$ cat config.mk
export PLATFORM = sky130hd
export DESIGN_NAME = axil_read_front_flat
export DESIGN_NICKNAME = d
export VERILOG_FILES = /design/src/source/axil_pkg.sv /design/src/source/ram_pkg.sv /design/src/source/ram_req_if.sv /design/src/source/axil_read_front.sv /design/src/flat_wrapper.sv
export SDC_FILE = /design/constraint.sdc
export NUM_CORES = 1
export LEC_CHECK = 0
export BUFFER_PORTS_ARGS = -buffer_cell sky130_fd_sc_hd__buf_2
export CORE_MARGIN = 4
export CORE_UTILIZATION = 25
export CTS_BUF_LIST = sky130_fd_sc_hd__clkbuf_4
export DETAILED_ROUTE_END_ITERATION = 12
export PLACE_DENSITY = 0.72
export REMOVE_ABC_BUFFERS = 1
export SLEW_MARGIN = 10
export SYNTH_ARGS = -nofsm -noshare
export SYNTH_HDL_FRONTEND = slang
export SYNTH_SLANG_ARGS = --single-unit
$ cat constraint.sdc
create_clock -name seq -period 1.41 [get_ports seq]
set_input_delay 0.2115 -clock seq [delete_from_list [all_inputs] [get_ports seq]]
set_output_delay 0.2115 -clock seq [all_outputs]
set_load 0.1 [all_outputs]
$ cat src/source/axil_pkg.sv
`default_nettype none

package axil_pkg;

    // Bus widths.
    localparam int addr_width = 32;
    localparam int data_width = 32;
    localparam int strb_width = data_width / 8;

    typedef logic [addr_width-1:0] addr_t;
    typedef logic [data_width-1:0] data_t;
    typedef logic [strb_width-1:0] strb_t;
    typedef logic [1:0]            resp_t;

    // Response codes used on B and R.
    localparam resp_t resp_okay   = 2'b00;
    localparam resp_t resp_decerr = 2'b11;

endpackage

`default_nettype wire

$ cat src/source/ram_pkg.sv
`default_nettype none

package ram_pkg;

    localparam int ram_bytes = 4096;
    localparam int ram_words = ram_bytes / axil_pkg::strb_width;
    localparam int byte_bits = $clog2(axil_pkg::strb_width);

    typedef logic [$clog2(ram_words)-1:0] word_idx_t;

    typedef enum logic [1:0] {
        idle,
        request,
        respond
    } front_state_e;

    // Side that the bank served most recently.
    typedef enum logic {
        serve_write,
        serve_read
    } arb_side_e;

    // Aligned and inside the array.
    function automatic logic addr_valid(axil_pkg::addr_t addr);
        return (addr[byte_bits-1:0] == '0) && (addr < axil_pkg::addr_t'(ram_bytes));
    endfunction

    function automatic word_idx_t word_index(axil_pkg::addr_t addr);
        return addr[byte_bits +: $bits(word_idx_t)];
    endfunction

endpackage

`default_nettype wire

$ cat src/source/ram_req_if.sv
`timescale 1ns/1ps
`default_nettype none

interface ram_req_if;

    logic                  req;
    logic                  we;
    ram_pkg::word_idx_t    idx;
    axil_pkg::data_t       wdata;
    axil_pkg::strb_t       strb;
    logic                  gnt;
    axil_pkg::data_t       rdata;

    modport requester (
        output req,
        output we,
        output idx,
        output wdata,
        output strb,
        input  gnt,
        input  rdata
    );

    // Grant is combinational and read data follows one cycle after it.
    modport bank (
        input  req,
        input  we,
        input  idx,
        input  wdata,
        input  strb,
        output gnt,
        output rdata
    );

endinterface

`default_nettype wire

$ cat src/source/axil_read_front.sv
`timescale 1ns/1ps
`default_nettype none

module axil_read_front (
    input  wire logic            seq,
    input  wire logic            arst_n,
    input  wire logic            pause,

    input  wire logic            arvalid,
    input  wire axil_pkg::addr_t araddr,
    output logic                 arready,

    output logic                 rvalid,
    output axil_pkg::data_t      rdata,
    output axil_pkg::resp_t      rresp,
    input  wire logic            rready,

    ram_req_if.requester         mem
);

    ram_pkg::front_state_e state;
    logic                  active;
    axil_pkg::addr_t       ar_addr_q;
    axil_pkg::resp_t       rresp_q;
    logic                  ar_fire;

    assign arready = active && (state == ram_pkg::idle) && !pause;
    assign ar_fire = arvalid && arready;

    always_ff @(posedge seq or negedge arst_n) begin
        if (!arst_n) begin
            active  <= 1'b0;
            state   <= ram_pkg::idle;
            rresp_q <= axil_pkg::resp_okay;
        end else begin
            active <= 1'b1;

            unique case (state)
                ram_pkg::idle: begin
                    if (ar_fire) begin
                        if (ram_pkg::addr_valid(araddr)) begin
                            state <= ram_pkg::request;
                        end else begin
                            state   <= ram_pkg::respond;
                            rresp_q <= axil_pkg::resp_decerr;
                        end
                    end
                end
                ram_pkg::request: begin
                    if (mem.gnt) begin
                        state   <= ram_pkg::respond;
                        rresp_q <= axil_pkg::resp_okay;
                    end
                end
                ram_pkg::respond: begin
                    if (rready) state <= ram_pkg::idle;
                end
                default: state <= ram_pkg::idle;
            endcase
        end
    end

    always_ff @(posedge seq) begin
        if (ar_fire) ar_addr_q <= araddr;
    end

    assign mem.req   = (state == ram_pkg::request);
    assign mem.we    = 1'b0;
    assign mem.idx   = ram_pkg::word_index(ar_addr_q);
    assign mem.wdata = '0;
    assign mem.strb  = '0;

    // The bank register holds the word until this side is granted again,
    // which cannot happen before the R handshake.
    assign rvalid = (state == ram_pkg::respond);
    assign rresp  = rresp_q;
    assign rdata  = (rresp_q == axil_pkg::resp_okay) ? mem.rdata : '0;

endmodule

`default_nettype wire

$ cat src/flat_wrapper.sv
// flat-port wrapper written by rule: the top's interface ports become plain ports
module axil_read_front_flat 
  (seq, arst_n, pause, arvalid, araddr, arready, rvalid, rdata, rresp, rready, mem_req, mem_we, mem_idx, mem_wdata, mem_strb, mem_gnt, mem_rdata);
  ram_req_if mem_i ();
  input  wire logic seq;
  input  wire logic arst_n;
  input  wire logic pause;
  input  wire logic arvalid;
  input  wire axil_pkg::addr_t araddr;
  output logic arready;
  output logic rvalid;
  output axil_pkg::data_t rdata;
  output axil_pkg::resp_t rresp;
  input  wire logic rready;
  output wire logic [$bits(mem_i.req)-1:0] mem_req;
  output wire logic [$bits(mem_i.we)-1:0] mem_we;
  output wire logic [$bits(mem_i.idx)-1:0] mem_idx;
  output wire logic [$bits(mem_i.wdata)-1:0] mem_wdata;
  output wire logic [$bits(mem_i.strb)-1:0] mem_strb;
  input wire logic [$bits(mem_i.gnt)-1:0] mem_gnt;
  input wire logic [$bits(mem_i.rdata)-1:0] mem_rdata;
  assign mem_req = mem_i.req;
  assign mem_we = mem_i.we;
  assign mem_idx = mem_i.idx;
  assign mem_wdata = mem_i.wdata;
  assign mem_strb = mem_i.strb;
  assign mem_i.gnt = mem_gnt;
  assign mem_i.rdata = mem_rdata;
  axil_read_front u_core (.seq(seq), .arst_n(arst_n), .pause(pause), .arvalid(arvalid), .araddr(araddr), .arready(arready), .rvalid(rvalid), .rdata(rdata), .rresp(rresp), .rready(rready), .mem(mem_i));
endmodule
---- After elaboration in Yosys (flattened, before gate mapping) ----
Index checks and enable logic that the tools add are counted.
cells by class
  shifts and indexed selects .............. 0
  divide/modulo/power cells ............... 0
  eq/ne operators ......................... 6
  $mul .................................... 0
  multiplexer cells ....................... 10
  add/subtract/negate cells ............... 0
  reductions and logical operators ........ 11
  bitwise logic cells ..................... 0
  $lt $le $gt $ge ......................... 1
operator list
  cell                                                                     number
  32-bit by 13-bit < comparator with 1-bit output, second input constant   1
  32-bit 2-to-1 mux                                                        1
  2-bit 2-to-1 mux                                                         7
  2-bit logical NOT                                                        3
  2-bit by 1-bit inequality test with 1-bit output, second input constant  3
  2-bit one-hot mux with 3 select lines                                    1
  1-bit logical AND                                                        4
  2-bit one-hot mux with 2 select lines                                    1
  4-bit AND reduction                                                      1
  3-bit AND reduction                                                      1
  2-bit by 1-bit == test with 1-bit output, second input constant          1
  2-bit == test, second input constant                                     1
  2-bit inequality test, second input constant                             1
  2-bit nonzero test                                                       1
  1-bit logical NOT                                                        1
word-level totals
  bits in writable memories ............... 0
  bits in latches ......................... 0
  bits of input ports ..................... 70
  output and inout port bits .............. 84
  register bits ........................... 17
  bits in read-only memories .............. 0
  memories kept ........................... 0
  logic and storage cells ................. 32

---- Logic depth before layout (Yosys ltp) ----
  word-level depth ........................ 6
  gate-level depth with buffers ........... 4

---- Least setup slack after synthesis ----
No wires, ideal clock.
  path type ............................... reg-to-output
  from .................................... register u_core.state[0]
  to ...................................... output arready
  setup slack ............................. -2,388 ps
  data arrival time ....................... 3,587 ps
  data required time ...................... 1,199 ps
  cell stages (with the launch flop) ...... 2
  buffers on the path ..................... 0
  cells stage by stage .................... dfrtp_1 > nor4b_1
on the way
  word-level cells in the longest chain between the ends .. 3
RTL lines
  item                             line                   text
  start: declaration               axil_read_front.sv:21  ram_pkg::front_state_e state;
  start signal: assignment         axil_read_front.sv:33  state <= ram_pkg::idle;
  start signal: assignment         axil_read_front.sv:42  state <= ram_pkg::request;
  start signal: assignment         axil_read_front.sv:44  state <= ram_pkg::respond;
  2-bit logical NOT                axil_read_front.sv:27  assign arready = active && (state == ram_pkg::idle) && !pause;
  1-bit logical AND (2 in series)  axil_read_front.sv:27
  end: declaration                 flat_wrapper.sv:10     output logic arready;
Every way passes these cells.

---- Worst setup path in the final report ----
  from .................................... register u_core.rresp_q[0], in the netlist u_core.rresp[0]
  to ...................................... output rdata[22]
on the way
  word-level cells in the longest chain between the ends .. 2
RTL lines
  item                      line                   text
  start: declaration        axil_read_front.sv:24  axil_pkg::resp_t rresp_q;
  start signal: assignment  axil_read_front.sv:34  rresp_q <= axil_pkg::resp_okay;
  start signal: assignment  axil_read_front.sv:45  rresp_q <= axil_pkg::resp_decerr;
  start signal: assignment  axil_read_front.sv:52  rresp_q <= axil_pkg::resp_okay;
  2-bit logical NOT         axil_read_front.sv:77  assign rdata = (rresp_q == axil_pkg::resp_okay) ? mem.rdata : '0;
  32-bit 2-to-1 mux         axil_read_front.sv:77
  end: declaration          flat_wrapper.sv:12     output axil_pkg::data_t rdata;
Every way passes these cells.

==> results.ini <==
[floorplanning]
die_x_um=73.3
initial_core_util=0.263
pin_count=154
dieArea_um2=5380
rows=23
die_h_um=73.3
core_um2=4060

[global_routing]
use_met3=0.0287
grt_pass1_wl_um=5330
overflow=0
grtUsageMet1=0.122
groute.usage.overall=0.128
top_usage_layer=met2
use_met2=0.264
grt_pass1_vias=1060
grt_max_degree=36
antenna_found_initial=0

[finish]
num-fill-cells=291
seqCellArea_um2=404
nets=308
drive_gt1_frac=0.722
multi_input_area_um2=737
antenna_cells=0
areaGrowthSynthToFinish_pct=133

[setup_path]
max_stage_delay_ns=0.46
critPathBufInv=2
reg2reg_depth=5
critPathRequiredTime_ns=1.20
end_kind=primary output
r2r_slack_ns=0.12
cpMaxStageDelayCell=dfrtp_2
timing.rr.end=u_core.state[1]
startpoint=u_core.rresp[0]
critPathArrivalTime_ns=1.31
crit_fanout=9
path_class=flip-flop to primary output
critical-path-top-delay-family=flip-flops
cp-start-kind=flip-flop
r2r_start=u_core.state[0]
path_cells=clkbuf_16 -> nor2b_2 -> buf_12

[run_status]
status=finished, violations left
violations=negative setup slack

[power_and_ir_drop]
vdd_drop_max_uv=659
leakagePower_uw=0.00119
power.density_nw_per_um2=565
power_uw=1400

[timing]
setup_violations=33
fin_worst_skew_ns=0.00132
whs_ns=0.113
rsz0062_at_grt=yes
drv_slew=0
finalCritPeriodShare=1.08
finalSetupTns_ns=-2.10
final.min_clock_period_ns=1.52
worst_slack_ns=-0.108
finalHoldViolCount=0
fmax_mhz=659

[route]
wirelength_um=4220
drc=0
dr.pass1.iters=4
routed-via-count=1174
wl_per_cell_um=14.7
drt_iter0_drc=57
drt-vias-per-instance=4.09
ant_nets=0

[clocking]
clockBufferDepth=2
worstSkewPairLatency_ns=0.27
htreeDepth=1
cts_made_buffers=3
cts_tree=done
cts.sinks=14
clockRootBuffer=clkbuf_4
clkTransAtPathRegs_ns=0.08

[synth]
netlist_area_um2=1070
ys.flop_type=edfxtp_1
ys_seq_elements=14
ys_top_cells_by_area=edfxtp_1, buf_4, nor2b_1
synth_top_area_frac=0.281
yosys-top-cells-count=buf_4, nor2b_1, edfxtp_1
synth-edff-count=10
synth_most_common_cell=buf_4
netlist.top_cell.by_area=edfxtp_1
yosysSeqAreaShare=0.375
postSynthAreaPerCell_um2=9.53
synthArstFlopShare=0.286
ys_types=23
syn_inst=112
yosys_warnings=0

[min_path]
holdPathEnd=u_core.ar_addr_q[4]
min_path_cells=1
min_from=araddr[4]
hold_path.class=primary input to flip-flop

[placement]
place_hpwl_um=3260
dp_slack_ns=0.118
portBuffers=116
gp_congestion=0.793

[run]
drv_cap=0

[through the flow]
stage,instances,utilization,area [um^2]
floorplan,107,-,906
global placement,277,0.529,2150
detailed placement,277,0.529,2150
CTS,285,0.574,2330
global route,287,0.613,2490
finish,287,0.613,2490
[metal layers]
layer / part of all wire / vias to the layer above
met5: 0 / -
met4: 0.038 / 0
met3: 0.12 / 12
met2: 0.55 / 91
met1: 0.29 / 532
li1: - / 539
[cell families after synthesis]
family	share of synthesized area
AOI/OAI and AO/OA	0.0317
and+or+nand+nor	0.301
DFF	0.375
other	0.00704
buffers and inverters	0.285
[sequential cells by signal, indices dropped and copies added, names as in the netlist]
register and cells:
u_core.ar_addr_q 10, u_core.state 2, u_core.active 1, u_core.rresp 1
[layout by cell type, fill, tap and decap left out]
cell type,instances
nand3b_1,1
dfrtp_1,1
buf_12,38
o311ai_1,1
edfxtp_1,10
a21boi_1,1
buf_2,79
buf_4,5
o31ai_1,1
nor4_1,3
inv_1,2
nor4b_2,1
a21oi_1,1
nand4_1,1
dfrtp_2,3
nor2b_4,28
nor4_4,1
conb_1,38
nor3_2,1
buf_6,2
nor2_1,1
clkbuf_16,1
dlygate4sd3_1,1
nor2b_2,5
clkinv_1,1
nor2_2,1
nand2_1,2
nand2b_1,1
clkbuf_4,3
o21ai_2,1
nor4_2,2
[worst max-delay path by stage]
stage | to | depth (start not counted)
final | rdata[22] | 3
after global routing | rdata[22] | 3
after CTS | rdata[11] | 3
after detailed placement | arready | 3
after global placement | arready | 3
after floorplan | arready | 1
[layout make-up]
| cell class | instances | area share |
|---|---|---|
| Inverter | 2 | 0.00302 |
| Clock inverter | 1 | 0.00151 |
| Multi-Input combinational cell | 91 | 0.296 |
| Timing Repair Buffer | 126 | 0.503 |
| Clock buffer | 3 | 0.00905 |
| Sequential cell | 14 | 0.162 |
| Tap cell | 50 | 0.0251 |
[worst reg2reg max path, delay by kind of cell (launching register included)]
kind	cells	cell delay, ns
compound gates	2	0.25
flops	1	0.43
simple gates	2	0.36
buf+inv	1	0.14
[where the power goes]
group | leakage, uW | internal, uW | switching, uW
sequential | 0.000136 | 456 | 3.91
clock | 0.0000154 | 102 | 119
combinational | 0.00103 | 141 | 583
total | 0.00119 | 699 | 706
[repair_timing]
item,in CTS,in global routing
setup buffers,3,0
pin swaps,1,0
endpoints found under the setup margin,35,38
hold endpoints to repair,4,0
gates resized for setup,42,30
hold buffers,1,0
cloned,0,2
(Power assumes the default switching activity.)
