--- src/source/axil_pkg.sv ---
`default_nettype none

package axil_pkg;

    // Bus widths.
    localparam int addr_width = 32;
    localparam int data_width = 32;
    localparam int strb_width = data_width / 8;

    typedef logic [addr_width-1:0] addr_t;
    typedef logic [data_width-1:0] data_t;
    typedef logic [strb_width-1:0] strb_t;
    typedef logic [1:0]            resp_t;

    // Response codes used on B and R.
    localparam resp_t resp_okay   = 2'b00;
    localparam resp_t resp_decerr = 2'b11;

endpackage

`default_nettype wire

--- src/source/ram_pkg.sv ---
`default_nettype none

package ram_pkg;

    localparam int ram_bytes = 4096;
    localparam int ram_words = ram_bytes / axil_pkg::strb_width;
    localparam int byte_bits = $clog2(axil_pkg::strb_width);

    typedef logic [$clog2(ram_words)-1:0] word_idx_t;

    typedef enum logic [1:0] {
        idle,
        request,
        respond
    } front_state_e;

    // Side that the bank served most recently.
    typedef enum logic {
        serve_write,
        serve_read
    } arb_side_e;

    // Aligned and inside the array.
    function automatic logic addr_valid(axil_pkg::addr_t addr);
        return (addr[byte_bits-1:0] == '0) && (addr < axil_pkg::addr_t'(ram_bytes));
    endfunction

    function automatic word_idx_t word_index(axil_pkg::addr_t addr);
        return addr[byte_bits +: $bits(word_idx_t)];
    endfunction

endpackage

`default_nettype wire

--- src/source/ram_req_if.sv ---
`timescale 1ns/1ps
`default_nettype none

interface ram_req_if;

    logic                  req;
    logic                  we;
    ram_pkg::word_idx_t    idx;
    axil_pkg::data_t       wdata;
    axil_pkg::strb_t       strb;
    logic                  gnt;
    axil_pkg::data_t       rdata;

    modport requester (
        output req,
        output we,
        output idx,
        output wdata,
        output strb,
        input  gnt,
        input  rdata
    );

    // Grant is combinational and read data follows one cycle after it.
    modport bank (
        input  req,
        input  we,
        input  idx,
        input  wdata,
        input  strb,
        output gnt,
        output rdata
    );

endinterface

`default_nettype wire

--- src/source/axil_write_front.sv ---
`timescale 1ns/1ps
`default_nettype none

module axil_write_front (
    input  wire logic            seq,
    input  wire logic            arst_n,
    input  wire logic            pause,

    input  wire logic            awvalid,
    input  wire axil_pkg::addr_t awaddr,
    output logic                 awready,

    input  wire logic            wvalid,
    input  wire axil_pkg::data_t wdata,
    input  wire axil_pkg::strb_t wstrb,
    output logic                 wready,

    output logic                 bvalid,
    output axil_pkg::resp_t      bresp,
    input  wire logic            bready,

    ram_req_if.requester         mem
);

    ram_pkg::front_state_e state;
    logic                  active;
    logic                  aw_full;
    logic                  w_full;
    axil_pkg::addr_t       aw_addr_q;
    axil_pkg::data_t       w_data_q;
    axil_pkg::strb_t       w_strb_q;
    axil_pkg::resp_t       bresp_q;

    logic                  aw_fire;
    logic                  w_fire;
    logic                  b_fire;
    logic                  pair_ready;
    axil_pkg::addr_t       addr_cur;

    assign awready = active && !aw_full && !pause;
    assign wready  = active && !w_full && !pause;

    assign aw_fire = awvalid && awready;
    assign w_fire  = wvalid && wready;
    assign b_fire  = bvalid && bready;

    // Look ahead so that the pair is decoded on the edge it completes.
    assign pair_ready = (aw_full || aw_fire) && (w_full || w_fire);
    assign addr_cur   = aw_full ? aw_addr_q : awaddr;

    always_ff @(posedge seq or negedge arst_n) begin
        if (!arst_n) begin
            active  <= 1'b0;
            aw_full <= 1'b0;
            w_full  <= 1'b0;
            state   <= ram_pkg::idle;
            bresp_q <= axil_pkg::resp_okay;
        end else begin
            active <= 1'b1;

            if (b_fire) begin
                aw_full <= 1'b0;
                w_full  <= 1'b0;
            end else begin
                if (aw_fire) aw_full <= 1'b1;
                if (w_fire) w_full <= 1'b1;
            end

            unique case (state)
                ram_pkg::idle: begin
                    if (pair_ready) begin
                        if (ram_pkg::addr_valid(addr_cur)) begin
                            state <= ram_pkg::request;
                        end else begin
                            state   <= ram_pkg::respond;
                            bresp_q <= axil_pkg::resp_decerr;
                        end
                    end
                end
                ram_pkg::request: begin
                    if (mem.gnt) begin
                        state   <= ram_pkg::respond;
                        bresp_q <= axil_pkg::resp_okay;
                    end
                end
                ram_pkg::respond: begin
                    if (bready) state <= ram_pkg::idle;
                end
                default: state <= ram_pkg::idle;
            endcase
        end
    end

    always_ff @(posedge seq) begin
        if (aw_fire) aw_addr_q <= awaddr;
        if (w_fire) begin
            w_data_q <= wdata;
            w_strb_q <= wstrb;
        end
    end

    assign mem.req   = (state == ram_pkg::request);
    assign mem.we    = 1'b1;
    assign mem.idx   = ram_pkg::word_index(aw_addr_q);
    assign mem.wdata = w_data_q;
    assign mem.strb  = w_strb_q;

    assign bvalid = (state == ram_pkg::respond);
    assign bresp  = bresp_q;

endmodule

`default_nettype wire

--- src/flat_wrapper.sv ---
// flat-port wrapper written by rule: the top's interface ports become plain ports
module axil_write_front_flat 
  (seq, arst_n, pause, awvalid, awaddr, awready, wvalid, wdata, wstrb, wready, bvalid, bresp, bready, mem_req, mem_we, mem_idx, mem_wdata, mem_strb, mem_gnt, mem_rdata);
  ram_req_if mem_i ();
  input  wire logic seq;
  input  wire logic arst_n;
  input  wire logic pause;
  input  wire logic awvalid;
  input  wire axil_pkg::addr_t awaddr;
  output logic awready;
  input  wire logic wvalid;
  input  wire axil_pkg::data_t wdata;
  input  wire axil_pkg::strb_t wstrb;
  output logic wready;
  output logic bvalid;
  output axil_pkg::resp_t bresp;
  input  wire logic bready;
  output wire logic [$bits(mem_i.req)-1:0] mem_req;
  output wire logic [$bits(mem_i.we)-1:0] mem_we;
  output wire logic [$bits(mem_i.idx)-1:0] mem_idx;
  output wire logic [$bits(mem_i.wdata)-1:0] mem_wdata;
  output wire logic [$bits(mem_i.strb)-1:0] mem_strb;
  input wire logic [$bits(mem_i.gnt)-1:0] mem_gnt;
  input wire logic [$bits(mem_i.rdata)-1:0] mem_rdata;
  assign mem_req = mem_i.req;
  assign mem_we = mem_i.we;
  assign mem_idx = mem_i.idx;
  assign mem_wdata = mem_i.wdata;
  assign mem_strb = mem_i.strb;
  assign mem_i.gnt = mem_gnt;
  assign mem_i.rdata = mem_rdata;
  axil_write_front u_core (.seq(seq), .arst_n(arst_n), .pause(pause), .awvalid(awvalid), .awaddr(awaddr), .awready(awready), .wvalid(wvalid), .wdata(wdata), .wstrb(wstrb), .wready(wready), .bvalid(bvalid), .bresp(bresp), .bready(bready), .mem(mem_i));
endmodule
--- config.mk ---
export PLATFORM = sky130hd
export DESIGN_NAME = axil_write_front_flat
export DESIGN_NICKNAME = d
export VERILOG_FILES = /design/src/source/axil_pkg.sv /design/src/source/ram_pkg.sv /design/src/source/ram_req_if.sv /design/src/source/axil_write_front.sv /design/src/flat_wrapper.sv
export SDC_FILE = /design/constraint.sdc
export NUM_CORES = 1
export LEC_CHECK = 0
export BUFFER_PORTS_ARGS = -buffer_cell sky130_fd_sc_hd__buf_2
export CORE_UTILIZATION = 35
export CTS_CLUSTER_SIZE = 16
export DETAILED_ROUTE_END_ITERATION = 12
export PLACE_DENSITY = 0.67
export SYNTH_ARGS = -nofsm -noshare
export SYNTH_HDL_FRONTEND = slang
export SYNTH_SLANG_ARGS = --single-unit
--- constraint.sdc ---
create_clock -name seq -period 4.2 [get_ports seq]
set_input_delay 0 -clock seq [delete_from_list [all_inputs] [get_ports seq]]
set_output_delay 0 -clock seq [all_outputs]
set_load 0.01 [all_outputs]
### Yosys cells after proc, flatten, opt, wreduce, memory -nomap -nowiden

Index checks and enable logic that the tools add are counted.

| cells by class | value |
|---|---|
| magnitude comparators | 1 |
| reduce and logical (&&, ||, !) cells | 21 |
| mux-type cells | 14 |
| equal/unequal tests | 6 |

Operator list:

| kind | number |
|---|---|
| $lt 32x13->1 const B | 1 |
| $mux 32 | 1 |
| $mux 2 | 7 |
| $logic_and 1x1->1 | 9 |
| $pmux 2 s3 | 1 |
| $reduce_bool 2->1 | 3 |
| $logic_not 2->1 | 2 |
| $mux 1 | 4 |
| $ne 2x1->1 const B | 2 |
| $ne 2x2->1 const B | 2 |
| $pmux 2 s2 | 1 |
| $reduce_and 4->1 | 1 |
| $logic_not 1->1 | 3 |
| $reduce_and 3->1 | 1 |
| $eq 2x1->1 const B | 1 |
| $eq 2x2->1 const B | 1 |
| $logic_or 1x1->1 | 2 |

| storage, ports and cells | value |
|---|---|
| register bits | 75 |
| input port bits | 107 |
| output and inout port bits | 53 |

### Depth between registers and ports, before layout

Gate-level depths: netlist of run 1.

| depth | value |
|---|---|
| word-level depth | 8 |
| mapped depth | 5 |
| depth with buffers taken out | 5 |

### Worst setup path after synthesis of run 1

No wires, ideal clock.

| timing | value |
|---|---|
| kind | reg2reg |
| start point | reg u_core.active |
| end point | reg u_core.w_strb_q[0] (netlist: u_core.mem.strb[0]), enable pin |
| setup slack | 2.291 ns |
| clock period less this slack | 1.909 ns |
| arrival | 1.512 ns |
| library setup time | 0.397 ns |
| required time | 3.803 ns |
| cell stages (with the launch flop) | 4 |
| path through | dfrtp_1 nand2b_1 nor2_1 and2_1 |

| between the ends | value |
|---|---|
| word-level cells in the longest chain between the ends | 3 |

Ends and longest elaborated chain:

| what | line | text |
|---|---|---|
| start, declared | axil_write_front.sv:26 | `logic active;` |
| start signal, assigned | axil_write_front.sv:53 | `active <= 1'b0;` |
| start signal, assigned | axil_write_front.sv:59 | `active <= 1'b1;` |
| $logic_and 1x1->1 (2 in series) | axil_write_front.sv:41 | `assign wready = active && !w_full && !pause;` |
| named net wready | flat_wrapper.sv:14 | `output logic wready;` |
| $logic_and 1x1->1 | axil_write_front.sv:44 | `assign w_fire = wvalid && wready;` |
| named net u_core.w_fire | axil_write_front.sv:35 | `logic w_fire;` |
| end signal, assigned | axil_write_front.sv:98 | `w_strb_q <= wstrb;` |
| end, declared | axil_write_front.sv:31 | `axil_pkg::strb_t w_strb_q;` |

The timed path passes the listed nets, and every way through them passes these cells.
A chain may end at the register's enable or synchronous reset.

### Worst setup path in the final report of run 1

| timing | value |
|---|---|
| start point | reg u_core.aw_full |
| end point | reg u_core.bresp_q[0] (netlist: u_core.bresp[0]) |

| between the ends | value |
|---|---|
| word-level cells in the longest chain between the ends | 8 |
| elaborated cells on any way between the ends | 13 |
| those cells by class | 1 x order compare; 2 x eq/ne; 1 x mux; 9 x reduce/logical |

Ends and longest elaborated chain:

| what | line | text |
|---|---|---|
| start, declared | axil_write_front.sv:27 | `logic aw_full;` |
| start signal, assigned | axil_write_front.sv:54 | `aw_full <= 1'b0;` |
| start signal, assigned | axil_write_front.sv:62 | `aw_full <= 1'b0;` |
| start signal, assigned | axil_write_front.sv:65 | `if (aw_fire) aw_full <= 1'b1;` |
| parallel branches: the longest is 7 deep, another holds $lt 32x13->1 | -- |  |
| $reduce_and 4->1 (no line) (*) | -- |  |
| end signal, assigned | axil_write_front.sv:57 | `bresp_q <= axil_pkg::resp_okay;` |
| end signal, assigned | axil_write_front.sv:76 | `bresp_q <= axil_pkg::resp_decerr;` |
| end signal, assigned | axil_write_front.sv:83 | `bresp_q <= axil_pkg::resp_okay;` |
| end, declared | axil_write_front.sv:32 | `axil_pkg::resp_t bresp_q;` |

Every way passes the cells marked *.

==> run_results.csv, run 1 <==
group,metric,value,unit
layout,nets,442,
min_path,hold_class,"in -> reg",
timing,fin_worst_skew,0.008939,ns
power_and_ir_drop,ir_drop,0.0001942,V
grt,grt_max_degree,37,
critical_path,crit_family,"simple AND/OR/NAND/NOR gates",
grt,use_met2,0.2860,
clock_tree,clock_path_buffers,2,
route,vias,1890,
synthesis,synth_commonest_cells,"edfxtp_1 (68), buf_4 (12), nor2_1 (9), dfrtp_1 (6), nor4_1 (6)",
grt,grt_overflow_total,0,
floorplanning,dieArea,0.007800,mm²
clock_tree,cts_tree,"yes",
place,placed_cells,348,
grt,first_global_vias,1861,
route,drtAntennaViolNets,0,
timing,fin_crit_sh,0.4196,
route,drc,0,
layout,fillers,563,
grt,gr-usage-met1,0.1645,
critical_path,required,4.43,ns
critical_path,arrival,1.99,ns
power_and_ir_drop,power_density,391.3,mW/mm²
floorplanning,die_height,88.32,µm
floorplanning,ios,160,
layout,fin_util,0.5879,
timing,finalMaxSlewViolations,0,
critical_path,max_stage_delay,0.47,ns
timing,clock.fmax,0.5675,GHz
synthesis,synth_edf_count,68,
layout,instances_no_fill,439,
synthesis,seq_area_frac_synth,0.8407,
route,firstDrtPassIters,4,
grt,antenna_found_initial,0,
synthesis,ys_warn_count,0,
route,drt_wl_total,6171,µm
grt,grt_usage,0.1536,
place,port_buffers,126,
floorplanning,start_util,0.3614,
synthesis,syn_area,0.002608,mm²
critical_path,crit_type,"reg -> reg",
power_and_ir_drop,power.total,0.001660,W
job,cap_violations,0,
synthesis,ys_types,24,
run_status,outcome,"finished, final reports clean",
place,dp_hpwl,3517,µm
floorplanning,fp-row-count,31,
timing,hold_viol,0,
synthesis,async_reset_ff_frac,0.08108,
clock_tree,cts_root_buffer,"clkbuf_8",
power_and_ir_drop,leakagePower,1.715,nW
synthesis,synth_top_area_share,0.7831,
timing,setup_viol,0,
synthesis,syn_avg_cell_area,19.75,µm²
layout,synthToLayoutAreaGrowth,62.67,%
synthesis,synthFlopType,"edfxtp_1",
synthesis,synth.largest_area_cell,"edfxtp_1",
grt,busiest_layer,"met2",
grt,grt_first_pass_wirelength,8666,µm
clock_tree,clk_latency,0.33,ns
clock_tree,clock-sinks,74,
critical_path,start_kind,"flip-flop",
synthesis,synth_area_leaders,"edfxtp_1 (78%), dfrtp_1 (5.8%), buf_4 (3.5%)",
synthesis,ys_ff_latch,74,
clock_tree,htreeDepth,3,
floorplanning,die_w,88.32,µm
clock_tree,numCtsBuffers,9,
layout,drive_gt1_frac,0.4441,
timing,fin_tns_setup,0,ns
critical_path,cp.buffers_inverters,0,
floorplanning,core_area,0.007214,mm²
critical_path,cp_max_fo,6,
grt,grtUsageMet3,0.04011,
critical_path,crit_path_end_kind,"flip-flop",
critical_path,slowest_stage,"dfrtp_1",
route,wl_per_cell,14.06,µm
critical_path,path_cells,"nor4_1 -> nand4_1 -> nor4_4 -> nor2_1 -> o31a_1",
synthesis,synth.most_common_cell,"edfxtp_1",
route,drt_iter0_markers,57,
place,place.gp.congestion,0.7630,
synthesis,syn_inst,132,
route,vias_per_cell,4.305,
clock_tree,clkTransAtPathRegs,0.08,ns
timing,post-route-min-period,1.762,ns
timing,rsz0062_at_grt,"false",
layout,n_antenna_cell,0,
==> flip-flops by register name (all words and copies together) (netlist names) <==
name,count
u_core.mem.wdata,32
u_core.mem.strb,4
u_core.w_full,1
u_core.aw_addr_q,32
u_core.state,2
u_core.active,1
u_core.aw_full,1
u_core.bresp,1
==> power breakdown <==
group / switching, W / internal, W
Clock: 0.000269 / 0.000279
Sequential: 0.0000272 / 0.000863
Combinational: 0.0000977 / 0.000124
==> logic make-up (layout without fill, tap and decap cells) <==
kind of cell	Yosys count	count (layout)	synth area share
and+or+nand+nor	33	33	0.08830
buffers and inverters	15	222	0.03887
AOI/OAI and AO/OA	9	9	0.03071
DFF	74	74	0.8407
other	1	2	0.001438
==> cell usage in the layout (no fill, tap or decap) <==
cell	count
nand2b_1	1
nand2_1	3
conb_1	2
nor4_1	6
o211a_1	1
nor4_4	2
clkinv_2	1
and2_1	3
dlygate4sd3_1	75
nor2b_1	2
bufinv_16	1
inv_6	3
nor2_1	9
o21ai_1	2
dfrtp_1	6
a22oi_1	1
edfxtp_1	68
buf_4	2
or3_1	1
or4_4	1
buf_2	126
o2bb2ai_2	1
nor4b_2	2
clkinvlp_4	2
o31a_1	1
or4_1	1
inv_1	3
nand4_1	2
o21bai_4	1
clkbuf_8	9
a21oi_1	2
==> per-stage QoR <==
step | instance area (µm²) | setup slack (ns) | hold slack, ns
3_5_place_dp | 3291 | 2.387 | -0.1673
6_report | 4242 | 2.438 | 0.03017
5_1_grt | 4242 | 2.286 | 0.04166
2_1_floorplan | 2611 | 2.291 | -0.2956
3_3_place_gp | 3291 | 2.405 | -0.1673
4_1_cts | 4242 | 2.377 | 0.01216
==> worst reg2reg max path: stages (launching register included) <==
cell	delay, ns
dfrtp_1	0.47
nor4_1	0.32
nand4_1	0.23
nor4_4	0.27
nor2_1	0.09
o31a_1	0.27
==> layout make-up <==
type,instances,area (µm²),share of cell area
flip-flops and latches,74,2192,0.5168
repair buffers,203,1396,0.3292
inverters,3,11.26,0.002655
clock buffers,9,123.9,0.02920
well taps,99,123.9,0.02920
clock inverters,7,76.32,0.01799
multi-input cells,44,317.8,0.07493
==> per-layer routing <==
| metal | routed length, µm | part of all wire |
|---|---|---|
| met1 | 2422 | 0.39 |
| met2 | 3124 | 0.51 |
| met3 | 531 | 0.086 |
| met4 | 92 | 0.015 |
| met5 | 0 | 0 |
==> final timing paths <==
kind | start | to | slack, ns | depth (start not counted)
worst max register to register | u_core.aw_full | u_core.bresp[0] | 2.44 | 5
max in group asynchronous | arst_n | u_core.state[1] | 3.35 | 3
worst max-delay path | u_core.aw_full | u_core.bresp[0] | 2.44 | 5
worst min-delay path | bready | u_core.state[1] | 0.03 | 3
min in group asynchronous | arst_n | u_core.aw_full | 0.63 | 3
worst min register to register | u_core.bresp[0] | u_core.bresp[0] | 0.59 | 1
==> repair_timing <==
action,in CTS,in global routing
resized for setup,0,0
buffers inserted,0,0
hold buffers,75,0
hold endpoints to repair,77,0
No activity file was read; power rests on OpenSTA's default activity.
==> run 2: changes to the inputs <==
- ABC_AREA: unset -> 1
- PLACE_DENSITY: 0.67 -> 0.7
- clock period: 4.2 -> 1.5 ns (I/O delays scaled with it)
==> run 2 against run 1 <==
Effect of this change: final area increased by 2.0%; power grew to 2.8 times the previous value; worst setup slack worse by 2.2 ns; sequential power grew to 2.8 times the previous value; global-route usage up 0.64 points; critical path type is now in -> async; highest routed layer unchanged; largest cell class unchanged; combinational power grew to 3.5 times the previous value; largest power group unchanged; count of clock-buffer cells in the layout did not move; worst hold slack gained 0.021 ns.
==> run_results.csv, run 2 <==
group,metric,value,unit
floorplanning,die_w,89.08,µm
floorplanning,start_util,0.3639,
power_and_ir_drop,p_int,0.003551,W
power_and_ir_drop,power_frac_comb,0.164,
timing,finalMaxSlewViolations,0,
synthesis,syn_avg_cell_area,15.70,µm²
floorplanning,dieArea,0.007934,mm²
layout,finalInstanceArea,0.004327,mm²
synthesis,synth_commonest_cells,"edfxtp_1 (68), nand2_1 (26), nor2_1 (25), buf_4 (12), inv_1 (9)",
place,dp_hpwl,3854,µm
route,drt_wl_total,6302,µm
timing,rsz0062_at_grt,"false",
critical_path,cp_common_cell,"dlygate4sd3_1",
min_path,hp-start,"wvalid",
route,drt_iter0_markers,44,
run_status,outcome,"finished, final reports clean",
grt,first_global_vias,1940,
critical_path,r2r-start,"u_core.aw_full",
grt,gr-usage-met1,0.1700,
synthesis,ys_ff_latch,74,
timing,fin_worst_skew,0.006639,ns
place,place.gp.congestion,0.7090,
synthesis,synth_area_leaders,"edfxtp_1 (77%), dfrtp_1 (5.7%), nand2_1 (3.7%)",
layout,final_common_cell,"buf_2",
power_and_ir_drop,power.switching,0.001168,W
clock_tree,clkTransAtPathRegs,0.08,ns
place,place_area,0.003413,mm²
critical_path,crit_path_start,"arst_n",
layout,drive_gt1_frac,0.4187,
clock_tree,cts_setup_buffers,0,
timing,timing.final.ws_setup,0.1928,ns
critical_path,max_stage_delay,0.65,ns
timing,post-route-min-period,1.307,ns
layout,instances_no_fill,474,
timing,clock.fmax,0.7650,GHz
timing,fin_tns_setup,0,ns
critical_path,required,2.03,ns
critical_path,arrival,1.84,ns
min_path,hold_class,"in -> reg",
clock_tree,postCtsHoldBufs,73,
route,firstDrtPassIters,4,
synthesis,ys_types,22,
synthesis,syn_inst,169,
synthesis,seq_area_frac_synth,0.8260,
route,wl_per_cell,13.30,µm
floorplanning,ios,160,
clock_tree,numCtsBuffers,9,
synthesis,ys_warn_count,0,
route,vias,2001,
grt,antenna_found_initial,0,
clock_tree,htreeDepth,3,
grt,grt_usage,0.1600,
clock_tree,cts_tree,"yes",
route,drc,0,
critical_path,path_cells,"dlygate4sd3_1 -> dlygate4sd3_1 -> buf_2 -> dlygate4sd3_1",
floorplanning,die_height,89.08,µm
floorplanning,fp-row-count,31,
synthesis,synth.largest_area_cell,"edfxtp_1",
timing,fin_crit_sh,0.8715,
layout,ff_latch_area,0.002193,mm²
grt,grt_overflow_total,0,
place,placed_cells,386,
synthesis,synth_edf_count,68,
power_and_ir_drop,pwr-share-seq,0.529,
clock_tree,clock-sinks,74,
timing,setup_viol,0,
timing,hold_viol,0,
route,drtAntennaViolNets,0,
floorplanning,core_area,0.007292,mm²
critical_path,cp_max_fo,4,
layout,synthToLayoutAreaGrowth,63.04,%
grt,busiest_layer,"met2",
critical_path,crit_path_end_kind,"asynchronous set/reset pin",
layout,nets,478,
layout,multi_input_area,360.3,µm²
power_and_ir_drop,ir_drop,0.0006645,V
synthesis,async_reset_ff_frac,0.08108,
synthesis,synth_top_area_share,0.7694,
clock_tree,cts.repair.resized,0,
synthesis,syn_area,0.002654,mm²
critical_path,slowest_stage,"dlygate4sd3_1",
critical_path,start_kind,"input pin",
layout,fillers,593,
clock_tree,cts_root_buffer,"clkbuf_8",
critical_path,crit_type,"in -> async",
power_and_ir_drop,power_density,1091,mW/mm²
grt,grtUsageMet3,0.04801,
power_and_ir_drop,leakagePower,1.817,nW
clock_tree,clk_latency,0.33,ns
synthesis,synthFlopType,"edfxtp_1",
clock_tree,clock_path_buffers,2,
power_and_ir_drop,p_clk_frac,0.306,
grt,grt_max_degree,37,
power_and_ir_drop,swShare,0.2476,
place,pre_cts_slack,0.2249,ns
place,port_buffers,126,
job,cap_violations,0,
layout,layout_common_cells,"buf_2 (126), dlygate4sd3_1 (73), edfxtp_1 (68)",
synthesis,synth.most_common_cell,"edfxtp_1",
grt,use_met2,0.2965,
layout,n_antenna_cell,0,
grt,grt_first_pass_wirelength,9025,µm
route,vias_per_cell,4.222,
==> run 2: layer usage <==
layer  wire, µm  vias to the layer above
met3        499                        9
li1           -                      974
met1       2420                      929
met2       3318                       89
met4         63                        0
met5          0                        -
==> run 2: cell type report <==
type                            instances  area share
Clock buffer                            9     0.02863
Clock inverter                          6     0.01359
Inverter                               12     0.01041
Multi-Input combinational cell         72     0.08329
Sequential cell                        74      0.5069
Tap cell                               99     0.02863
Timing Repair Buffer                  202      0.3285
==> run 2: power by group through the flow <==
| stage | logic [W] | clock network, W | registers, W |
|---|---|---|---|
| floorplan | 0.000343 | 0 | 0.00256 |
| global placement | 0.000613 | 0 | 0.00254 |
| detailed placement | 0.000632 | 0 | 0.00254 |
| CTS | 0.000782 | 0.00150 | 0.00250 |
| global route | 0.000868 | 0.00158 | 0.00252 |
| finish | 0.000776 | 0.00145 | 0.00250 |
==> run 2: kinds of logic (layout without fill, tap and decap cells) <==
| kind of cell | Yosys count | after routing | share of synthesized area |
|---|---|---|---|
| simple gates | 64 | 64 | 0.1075 |
| buf+inv | 24 | 229 | 0.05092 |
| other cells | 1 | 2 | 0.001413 |
| compound gates | 6 | 6 | 0.01415 |
| flops | 74 | 74 | 0.8260 |
==> run 2: path summary, 6_finish.rpt <==
path / end / slack, ns / cells after the start
max in group seq: u_core.aw_addr_q[5] / 0.23 / 2
worst min-delay path: u_core.w_full / 0.05 / 5
worst max register to register: u_core.aw_addr_q[5] / 0.23 / 2
worst max-delay path: u_core.active / 0.19 / 4
worst min register to register: u_core.bresp[0] / 0.49 / 2
min in group asynchronous: u_core.state[0] / 0.53 / 3
==> run 2: per-stage QoR <==
| step | utilization | total power (W) | hold slack (ns) |
|---|---|---|---|
| after floorplan | - | 0.002905 | -0.2956 |
| final | 0.5933 | 0.004720 | 0.05160 |
| after global routing | 0.5933 | 0.004968 | 0.07787 |
| after detailed placement | 0.4681 | 0.003174 | -0.1624 |
| after CTS | 0.5933 | 0.004782 | 0.04094 |
| after global placement | 0.4681 | 0.003151 | -0.1673 |
==> run 2: critical path: cells and delay by family <==
family	cells	cell delay (ns)
buffers and inverters	4	1.83
==> run 3: changes to the inputs <==
- CORE_ASPECT_RATIO: unset -> 0.7
==> run 3 against run 2 <==
Effect of this change: final area increased by 0.17%; sequential power is essentially flat; non-clock buffer count decreased by 1; count of clock-buffer cells in the layout unchanged; first-iteration DRC count increased by 27%; fmax down 0.52%; critical path type is now reg -> reg; critical endpoint is now u_core.bresp[0].
==> run_results.csv, run 3 (synthesis results as in run 2) <==
group,metric,value,unit
run_status,outcome,"finished, final reports clean",
min_path,hold_class,"in -> reg",
route,drc,0,
grt,grt_overflow_total,0,
layout,ff_latch_area,0.002193,mm²
power_and_ir_drop,power_density,1127,mW/mm²
layout,final_common_cell,"buf_2",
job,cap_violations,0,
floorplanning,core_area,0.007320,mm²
critical_path,rrSetupSlack,0.19,ns
clock_tree,clk_latency,0.34,ns
critical_path,crit_family,"simple AND/OR/NAND/NOR gates",
timing,fin_worst_skew,0.006834,ns
route,drt_iter0_markers,56,
power_and_ir_drop,leakagePower,1.827,nW
critical_path,cp.buffers_inverters,0,
layout,fin_util,0.5921,
layout,drive_gt1_frac,0.4225,
critical_path,crit_path_start,"u_core.aw_full",
timing,rsz0062_at_grt,"false",
floorplanning,start_util,0.3626,
clock_tree,postCtsHoldBufs,72,
timing,fin_crit_sh,0.8761,
min_path,hp-start,"wvalid",
grt,grt_first_pass_wirelength,8418,µm
critical_path,required,1.74,ns
route,vias_per_cell,4.150,
layout,synthToLayoutAreaGrowth,63.32,%
route,drt_wl_total,5625,µm
critical_path,cp_max_fo,7,
critical_path,ff2ff_path_depth,7,
floorplanning,dieArea,0.007940,mm²
critical_path,worstReg2RegEnd,"u_core.bresp[0]",
route,vias,1959,
route,drtAntennaViolNets,0,
clock_tree,cts.repair.resized,0,
layout,nets,477,
clock_tree,clock_path_buffers,2,
floorplanning,die_height,74.86,µm
grt,first_global_vias,1832,
critical_path,crit_end,"u_core.bresp[0]",
power_and_ir_drop,power.total,0.004885,W
grt,grt_max_degree,37,
place,dp_hpwl,3643,µm
timing,setup_viol,0,
critical_path,crit_path_end_kind,"flip-flop",
clock_tree,numCtsBuffers,9,
route,firstDrtPassIters,4,
critical_path,r2r-start,"u_core.aw_full",
clock_tree,htreeDepth,3,
floorplanning,fp-row-count,26,
place,pre_cts_slack,0.1567,ns
critical_path,arrival,1.55,ns
layout,fillers,580,
layout,multi_input_area,360.3,µm²
route,wl_per_cell,11.92,µm
layout,n_antenna_cell,0,
clock_tree,cts_setup_buffers,0,
critical_path,crit_type,"reg -> reg",
timing,fin_tns_setup,0,ns
floorplanning,die_w,106.1,µm
grt,antenna_found_initial,0,
timing,hold_viol,0,
power_and_ir_drop,ir_drop,0.0006076,V
clock_tree,cts_root_buffer,"clkbuf_8",
critical_path,slowest_stage,"dfrtp_2",
clock_tree,clkTransAtPathRegs,0.07,ns
critical_path,max_stage_delay,0.47,ns
critical_path,start_kind,"flip-flop",
clock_tree,clock-sinks,74,
critical_path,critical_path_depth,7,
timing,timing.final.ws_setup,0.1859,ns
min_path,holdPathStages,5,
floorplanning,ios,160,
grt,grt_usage,0.1481,
timing,clock.fmax,0.7610,GHz
critical_path,path_cells,"or2_1 -> nor2_1 -> nand3_1 -> nand2_1 -> nand2_2 -> nand3_1 -> nand2_1",
layout,layout_common_cells,"buf_2 (126), dlygate4sd3_1 (72), edfxtp_1 (68)",
clock_tree,cts_tree,"yes",
timing,post-route-min-period,1.314,ns
timing,finalMaxSlewViolations,0,
place,port_buffers,126,
place,place.gp.congestion,0.7624,
run 3: per-layer routing:
metal  part of all wire  GRT usage  up-vias  wire length, µm
met5                  0          0        -                0
met4              0.015    0.07407        0               86
met3              0.070    0.05281       12              392
met2               0.51     0.2629       81             2871
met1               0.40     0.1621      895             2273
li1                   -          -      971                -
run 3: power breakdown:
group          leakage [nW]  internal, W  switching (W)
Sequential            0.693      0.00242      0.0000815
Clock                 0.106     0.000932       0.000700
Combinational          1.03     0.000381       0.000375
run 3: final cells by class:
type                       count  area share
inverter                      12     0.01039
clock buffer                   9     0.02858
multi-input combinational     72     0.08314
tap                           98     0.02829
timing repair buffer         201      0.3227
sequential                    74      0.5061
clock inverter                 6     0.02079
run 3: worst min path at each step:
stage                     slack (ns)               to
final                           0.06    u_core.w_full
after global routing            0.07    u_core.w_full
after CTS                       0.04    u_core.w_full
after detailed placement       -0.16  u_core.state[1]
after global placement         -0.17  u_core.state[0]
after floorplan                -0.30    u_core.active
run 3: worst register-to-register path, stage by stage (launching register included):
cell and delay, ns:
dfrtp_2 0.47, or2_1 0.25, nor2_1 0.13, nand3_1 0.08, nand2_1 0.08, nand2_2 0.08
nand3_1 0.07, nand2_1 0.05
run 3: stage by stage:
| step | area [µm²] | hold slack (ns) | instances |
|---|---|---|---|
| floorplan | 2689 | -0.2956 | 170 |
| global placement | 3400 | -0.1679 | 385 |
| detailed placement | 3400 | -0.1607 | 385 |
| CTS | 4334 | 0.04204 | 472 |
| global route | 4334 | 0.07279 | 472 |
| finish | 4334 | 0.06473 | 472 |
